`src/mont_pkg.sv`:
```
package mont_pkg;

    // operand width, one radix-4 digit consumed per iteration
    localparam int OPERAND_W = 64;

    // headroom for sum + 3B + 3M and a sign bit for the trial subtraction
    localparam int ACC_W = OPERAND_W + 3;

    localparam int ITER_N = OPERAND_W / 2;

    // counter must be able to hold ITER_N itself
    localparam int CNT_W = $clog2(ITER_N + 1);

    typedef logic [OPERAND_W-1:0] operand_t;

    typedef logic [ACC_W-1:0] acc_t;

    typedef logic [1:0] digit_t;

    // multiple selection
    typedef enum logic [2:0] {
        sel_zero = 3'd0,
        sel_b    = 3'd1,
        sel_2b   = 3'd2,
        sel_3b   = 3'd3,
        sel_m    = 3'd4,
        sel_2m   = 3'd5,
        sel_3m   = 3'd6
    } mult_sel_e;

    // controller states
    typedef enum logic [2:0] {
        st_idle,
        st_load,
        st_add_b,
        st_add_m,
        st_final,
        st_done
    } mont_state_e;

    // datapath commands, one bundle shared by all datapath blocks
    typedef struct packed {
        // capture operands, clear the sum
        logic      load;
        // sum += selected multiple
        logic      add_en;
        // sum = (sum + multiple) >> 2, A >> 2
        logic      shift_en;
        // trial subtraction into the result register
        logic      final_en;
        mult_sel_e sel;
    } mont_ctrl_t;

endpackage

```
`src/multiple_table.sv`:
```
`timescale 1ns/1ps

module multiple_table import mont_pkg::*; (
    input  logic       clk,
    input  logic       resetn,
    input  mont_ctrl_t ctrl,
    input  operand_t   b,
    input  operand_t   m,
    output acc_t       multiple
);

    operand_t b_q;
    operand_t m_q;
    acc_t     b3_q;
    acc_t     m3_q;

    acc_t b_ext;
    acc_t m_ext;
    acc_t b2;
    acc_t m2;
    acc_t b3_next;
    acc_t m3_next;

    // 3x computed once at load, used for every iteration
    assign b3_next = {3'b000, b} + {2'b00, b, 1'b0};
    assign m3_next = {3'b000, m} + {2'b00, m, 1'b0};

    always_ff @(posedge clk) begin
        if (!resetn) begin
            b_q  <= '0;
            m_q  <= '0;
            b3_q <= '0;
            m3_q <= '0;
        end else if (ctrl.load) begin
            b_q  <= b;
            m_q  <= m;
            b3_q <= b3_next;
            m3_q <= m3_next;
        end
    end

    assign b_ext = {3'b000, b_q};
    assign m_ext = {3'b000, m_q};

    // 2x is just a wired shift
    assign b2 = {2'b00, b_q, 1'b0};
    assign m2 = {2'b00, m_q, 1'b0};

    always_comb begin
        case (ctrl.sel)
            sel_b:   multiple = b_ext;
            sel_2b:  multiple = b2;
            sel_3b:  multiple = b3_q;
            sel_m:   multiple = m_ext;
            sel_2m:  multiple = m2;
            sel_3m:  multiple = m3_q;
            default: multiple = '0;
        endcase
    end

endmodule

```
`src/digit_shifter.sv`:
```
`timescale 1ns/1ps

module digit_shifter import mont_pkg::*; (
    input  logic       clk,
    input  logic       resetn,
    input  mont_ctrl_t ctrl,
    input  operand_t   a,
    output digit_t     a_digit
);

    operand_t a_q;

    // A is consumed from the bottom, two bits per iteration
    always_ff @(posedge clk) begin
        if (!resetn) begin
            a_q <= '0;
        end else if (ctrl.load) begin
            a_q <= a;
        end else if (ctrl.shift_en) begin
            a_q <= a_q >> 2;
        end
    end

    // current radix-4 digit for the B multiple select
    assign a_digit = a_q[1:0];

endmodule

```
`src/accumulator.sv`:
```
`timescale 1ns/1ps

module accumulator import mont_pkg::*; (
    input  logic       clk,
    input  logic       resetn,
    input  mont_ctrl_t ctrl,
    input  acc_t       multiple,
    input  operand_t   m,
    output digit_t     acc_low,
    output operand_t   result
);

    acc_t     sum_q;
    acc_t     sum_add;
    acc_t     sum_diff;
    operand_t result_q;
    logic     diff_neg;

    // single-cycle add of the selected multiple
    assign sum_add = sum_q + multiple;

    // trial subtraction, sum stays below 2m so one pass is enough
    assign sum_diff = sum_q - {3'b000, m};
    assign diff_neg = sum_diff[ACC_W-1];

    always_ff @(posedge clk) begin
        if (!resetn) begin
            sum_q <= '0;
        end else if (ctrl.load) begin
            sum_q <= '0;
        end else if (ctrl.shift_en) begin
            // low two bits are zero here, so the shift is an exact divide by 4
            sum_q <= sum_add >> 2;
        end else if (ctrl.add_en) begin
            sum_q <= sum_add;
        end
    end

    always_ff @(posedge clk) begin
        if (!resetn) begin
            result_q <= '0;
        end else if (ctrl.final_en) begin
            if (diff_neg) begin
                result_q <= sum_q[OPERAND_W-1:0];
            end else begin
                result_q <= sum_diff[OPERAND_W-1:0];
            end
        end
    end

    // controller derives the quotient digit from these
    assign acc_low = sum_q[1:0];
    assign result  = result_q;

    // quotient digit chosen by the controller must clear the low digit
    a_shift_exact: assert property (
        @(posedge clk) disable iff (!resetn)
        ctrl.shift_en |-> (sum_add[1:0] == 2'b00)
    );

endmodule

```
`src/mont_control.sv`:
```
`timescale 1ns/1ps

module mont_control import mont_pkg::*; (
    input  logic       clk,
    input  logic       resetn,
    input  logic       start,
    input  digit_t     m_low,
    input  digit_t     a_digit,
    input  digit_t     acc_low,
    output mont_ctrl_t ctrl,
    output logic       done
);

    mont_state_e state;
    mont_state_e state_next;

    logic [CNT_W-1:0] iter_cnt;
    logic             last_iter;

    digit_t q_prod;
    digit_t q_digit;

    logic done_q;

    always_ff @(posedge clk) begin
        if (!resetn) begin
            state <= st_idle;
        end else begin
            state <= state_next;
        end
    end

    assign last_iter = (iter_cnt == CNT_W'(ITER_N - 1));

    always_comb begin
        state_next = state;
        case (state)
            st_idle: begin
                if (start) begin
                    state_next = st_load;
                end
            end
            st_load:  state_next = st_add_b;
            st_add_b: state_next = st_add_m;
            st_add_m: begin
                if (last_iter) begin
                    state_next = st_final;
                end else begin
                    state_next = st_add_b;
                end
            end
            st_final: state_next = st_done;
            st_done:  state_next = st_idle;
            default:  state_next = st_idle;
        endcase
    end

    // one count per finished iteration
    always_ff @(posedge clk) begin
        if (!resetn) begin
            iter_cnt <= '0;
        end else if (state == st_load) begin
            iter_cnt <= '0;
        end else if (state == st_add_m) begin
            iter_cnt <= iter_cnt + 1'b1;
        end
    end

    // q = -(s * m^-1) mod 4, and m^-1 == m mod 4 for odd m
    assign q_prod  = digit_t'(acc_low * m_low);
    assign q_digit = digit_t'(~q_prod + 2'd1);

    always_comb begin
        ctrl = '{load: 1'b0, add_en: 1'b0, shift_en: 1'b0, final_en: 1'b0, sel: sel_zero};
        case (state)
            st_load: ctrl.load = 1'b1;
            st_add_b: begin
                ctrl.add_en = 1'b1;
                case (a_digit)
                    2'd1:    ctrl.sel = sel_b;
                    2'd2:    ctrl.sel = sel_2b;
                    2'd3:    ctrl.sel = sel_3b;
                    default: ctrl.sel = sel_zero;
                endcase
            end
            st_add_m: begin
                // add q*M and divide by 4 in the same cycle
                ctrl.shift_en = 1'b1;
                case (q_digit)
                    2'd1:    ctrl.sel = sel_m;
                    2'd2:    ctrl.sel = sel_2m;
                    2'd3:    ctrl.sel = sel_3m;
                    default: ctrl.sel = sel_zero;
                endcase
            end
            st_final: ctrl.final_en = 1'b1;
            default: ;
        endcase
    end

    // registered so done lands one cycle after the st_done edge
    always_ff @(posedge clk) begin
        if (!resetn) begin
            done_q <= 1'b0;
        end else begin
            done_q <= (state == st_done);
        end
    end

    assign done = done_q;

    a_cnt_range: assert property (
        @(posedge clk) disable iff (!resetn)
        iter_cnt <= CNT_W'(ITER_N)
    );

    // Montgomery reduction only works for an odd modulus
    a_m_odd: assert property (
        @(posedge clk) disable iff (!resetn)
        (state == st_idle && start) |-> m_low[0]
    );

endmodule

```
`src/montgomery_top.sv`:
```
`timescale 1ns/1ps

module montgomery_top import mont_pkg::*; (
    input  logic     clk,
    input  logic     resetn,
    input  logic     start,
    input  operand_t a,
    input  operand_t b,
    input  operand_t m,
    output operand_t result,
    output logic     done
);

    mont_ctrl_t ctrl;
    acc_t       multiple;
    digit_t     a_digit;
    digit_t     acc_low;
    digit_t     m_low;

    // modulus low digit for quotient selection
    assign m_low = m[1:0];

    mont_control u_control (
        .clk     (clk),
        .resetn  (resetn),
        .start   (start),
        .m_low   (m_low),
        .a_digit (a_digit),
        .acc_low (acc_low),
        .ctrl    (ctrl),
        .done    (done)
    );

    multiple_table u_table (
        .clk      (clk),
        .resetn   (resetn),
        .ctrl     (ctrl),
        .b        (b),
        .m        (m),
        .multiple (multiple)
    );

    digit_shifter u_shifter (
        .clk     (clk),
        .resetn  (resetn),
        .ctrl    (ctrl),
        .a       (a),
        .a_digit (a_digit)
    );

    accumulator u_acc (
        .clk      (clk),
        .resetn   (resetn),
        .ctrl     (ctrl),
        .multiple (multiple),
        .m        (m),
        .acc_low  (acc_low),
        .result   (result)
    );

endmodule

```
`config.mk`:
```
export PLATFORM = sky130hd
export DESIGN_NAME = montgomery_top
export DESIGN_NICKNAME = d
export VERILOG_FILES = /design/src/mont_pkg.sv /design/src/multiple_table.sv /design/src/digit_shifter.sv /design/src/accumulator.sv /design/src/mont_control.sv /design/src/montgomery_top.sv
export SDC_FILE = /design/constraint.sdc
export NUM_CORES = 2
export LEC_CHECK = 0
export BUFFER_PORTS_ARGS = -buffer_cell sky130_fd_sc_hd__buf_4
export CAP_MARGIN = 20
export CELL_PAD_IN_SITES_DETAIL_PLACEMENT = 2
export CELL_PAD_IN_SITES_GLOBAL_PLACEMENT = 2
export CORE_ASPECT_RATIO = 1.25
export CORE_MARGIN = 8
export CORE_UTILIZATION = 39
export CTS_CLUSTER_SIZE = 25
export DETAILED_ROUTE_END_ITERATION = 16
export PLACE_DENSITY_LB_ADDON = 0.05
export SYNTH_ARGS = -nofsm -noshare
export SYNTH_HDL_FRONTEND = slang
export SYNTH_SLANG_ARGS = --single-unit
```
`constraint.sdc`:
```
create_clock -name clk -period 8.45 [get_ports clk]
set_input_delay 1.69 -clock clk [delete_from_list [all_inputs] [get_ports clk]]
set_output_delay 1.69 -clock clk [all_outputs]
set_load 0.05 [all_outputs]
```
==> results.json <==
{
  "grt_usage_pct": 28.1,
  "cts_resized": 0,
  "synth_area_um2": 34600,
  "detail_route.vias_per_cell": 6.08,
  "outcome": "finished, final reports clean",
  "drv_slew": 0,
  "ys_ff_latch": 463,
  "clk_pin_slew_ps": 60,
  "cap_violations": 0,
  "row_count": 122,
  "cts_tree": "built",
  "clock_latency_ps": 640,
  "relSlewSlack_pct": 31.2,
  "grt_max_degree": 175,
  "layout.nets": 5088,
  "synth_area_leaders": "dfxtp_1 27%, ha_1 9.5%, a21oi_1 8.8%",
  "synthCells": 4591,
  "remaining_drc_errors": 0,
  "synth_flop_cell": "dfxtp_1",
  "worst-path-max-fanout": 65,
  "drtAntennaViolNets": 0,
  "path_cells": "buf_4 -> nand2b_1 -> nor2_1 -> and3_2 -> buf_4 -> a222oi_1 -> o211ai_1 -> ha_1 -> a21oi_1 -> o221ai_1 -> o21ai_0 -> a2111oi_0 -> buf_4 -> o31ai_1 -> a221oi_2 -> a21oi_1 -> o31ai_1 -> xor2_1 -> a222oi_1 -> nor2_1",
  "dp_hpwl_um": 112000,
  "synth.top_cell.area_share_pct": 26.8,
  "final-setup-viol-count": 0,
  "stdcell_count": 5844,
  "grt_pass1_wl_um": 221000,
  "cp_num_buf_inv": 3,
  "power.density_nw_per_um2": 168,
  "yosysUniqueCellTypes": 83,
  "die-height_um": 349,
  "p_leak_nw": 16.2,
  "max_freq_mhz": 153,
  "port_buffers": 259,
  "clock_sinks": 463,
  "gp_congestion": 0.924,
  "core_area_um2": 88200,
  "clock_path_buffers": 3,
  "vdd_drop_max_uv": 143,
  "power_mw": 6.56,
  "synth-edff-count": 0,
  "path_class": "register to register",
  "clock-root-buffer": "clkbuf_16",
  "routed_wl_um": 144000,
  "async_reset_ff_share_pct": 0,
  "syn_area_per_cell_um2": 7.53,
  "startpoint_type": "register",
  "drt_iter0_markers": 2636,
  "wl_per_cell_um": 24.7,
  "die_area_um2": 98500,
  "tightest_slew_ps": 1030,
  "overflow": 0,
  "boundaryPins": 260,
  "drive_gt1_share_pct": 9.37,
  "fin_setup_tns_ps": 0,
  "cp.arrival_ps": 7050,
  "clock-skew-final_ps": 23.2,
  "cpMostUsedCell": "buf_4",
  "grt_pass1_vias": 37600,
  "start_util_pct": 39.2,
  "cts_hold_buf": 0,
  "cts_setup_buffers": 0,
  "worstPathRequired_ps": 8950,
  "rsz0062_at_grt": "no",
  "cts.htree.levels": 2,
  "slowest_stage": "nor2_1",
  "period_needed_ps": 6550,
  "cts_made_buffers": 52,
  "drt_first_pass_iters": 7,
  "vias": 35500,
  "syn_to_final_growth_pct": 12.5,
  "crit_path_end_kind": "register",
  "synth_nets": 5052,
  "min_period_over_period_pct": 77.5,
  "yosysTopAreaCell": "dfxtp_1",
  "die_w_um": 282,
  "antenna_cells": 0,
  "dpl.cell_count": 5751,
  "rrSetupSlack_ps": 1900,
  "ys.warnings.count": 0,
  "r2r-start": "u_control.state[1]",
  "cp_slowest_stage_delay_ps": 610,
  "min_from": "u_table.m3_q[64]",
  "hold_class": "register to register",
  "ys_seq_area_share_pct": 26.8,
  "crit_start": "u_control.state[1]",
  "critical_path.top_delay_family": "compound AO/OA/AOI/OAI gates",
  "antenna_found_initial": 0,
  "hold_violations": 0
}
cells by family after synthesis:
logic type / Yosys count / share of synthesized area [%]
fa+ha+maj: 266 / 9.71
xor+xnor: 231 / 5.91
buf+inv: 466 / 5.21
compound gates: 1599 / 29.3
flops: 463 / 26.8
simple gates: 1364 / 17.2
mux: 202 / 5.85
final timing paths:
path / endpoint / cells after the start
worst max register to register: u_acc.sum_q[61] / 20
worst max-delay path: u_acc.sum_q[61] / 20
worst min register to register: u_table.m3_q[64] / 2
worst min-delay path: u_table.m3_q[64] / 2
registers in the layout (all words and copies together) (netlist names):
name / cells
u_acc.sum_q: 67
u_table.b3_q: 65
u_table.b_q: 64
u_control.done: 1
u_control.iter_cnt: 6
u_table.m3_q: 65
u_table.m_q: 64
u_acc.result: 64
u_shifter.a_q: 64
u_control.state: 3
stage by stage:
stage	hold slack [ps]	instance area [um2]	setup slack [ps]	util, %
finish	459	38900	1900	44.1
global route	477	38900	1480	44.1
CTS	458	38900	1990	44.1
detailed placement	450	37200	1460	42.1
global placement	436	37200	1560	42.1
floorplan	424	34600	2630	-
layout by cell type, fill, tap and decap left out, types with 7 or more instances in the layout:
cell and count:
nand2_1 719, a21oi_1 609, dfxtp_1 461, buf_4 292
o21ai_0 270, nor2_1 262, ha_1 262, mux2i_1 200
inv_1 150, a21o_1 137, xnor2_1 134, a211oi_1 118
xor2_1 96, o211ai_1 87, nand3_1 78, nand4_1 76
a222oi_1 66, o21bai_1 53, clkbuf_16 53, nor3_1 52
a31oi_1 41, and3_1 33, o21a_1 31, nand2b_1 29
o31ai_1 28, nor2b_1 20, and2_1 20, o21ai_1 19
nor4_1 18, or3_1 16, a41oi_1 14, o221ai_1 13
clkinv_2 10, o2111ai_1 9, a221o_1 9, a22oi_1 8
a31o_2 8, or2_2 7, a211o_1 7, clkbuf_1 7
worst min-delay path, delay by kind of cell (launching register included):
kind | cells | cell delay, ps
AOI/OAI and AO/OA | 1 | 50
DFF | 1 | 310
and+or+nand+nor | 1 | 50
report_power, final:
part / internal, mW / switching (mW)
Clock: 1.36 / 1.03
Combinational: 0.630 / 1.06
Sequential: 2.32 / 0.164
synthesized netlist by cell type (all sizes together) (31+ instances only):
master	count
nand2	720
a21oi	612
dfxtp	463
o21ai	289
clkbuf	267
nor2	265
ha	262
mux2i	200
inv	152
a21o	137
xnor2	135
a211oi	119
xor2	96
o211ai	87
nand3	78
nand4	76
a222oi	66
o21bai	54
nor3	53
buf	47
a31oi	41
and3	34
o21a	31
final cells by class:
type                       instances  area (um2)
clock inverter                    27         299
clock buffer                      66        1440
fill                           10300       49300
multi-input combinational       3662       23600
inverter                         152         578
sequential                       463        9270
tap                             1178        1470
timing repair buffer             296        2270
metal layers:
layer	global-route usage, %	part of all wire [%]
met1	40.1	48
met3	3.33	5.3
met5	0	0
met4	7.01	2.5
met2	44.5	44
No activity file was read; power rests on OpenSTA's default activity.
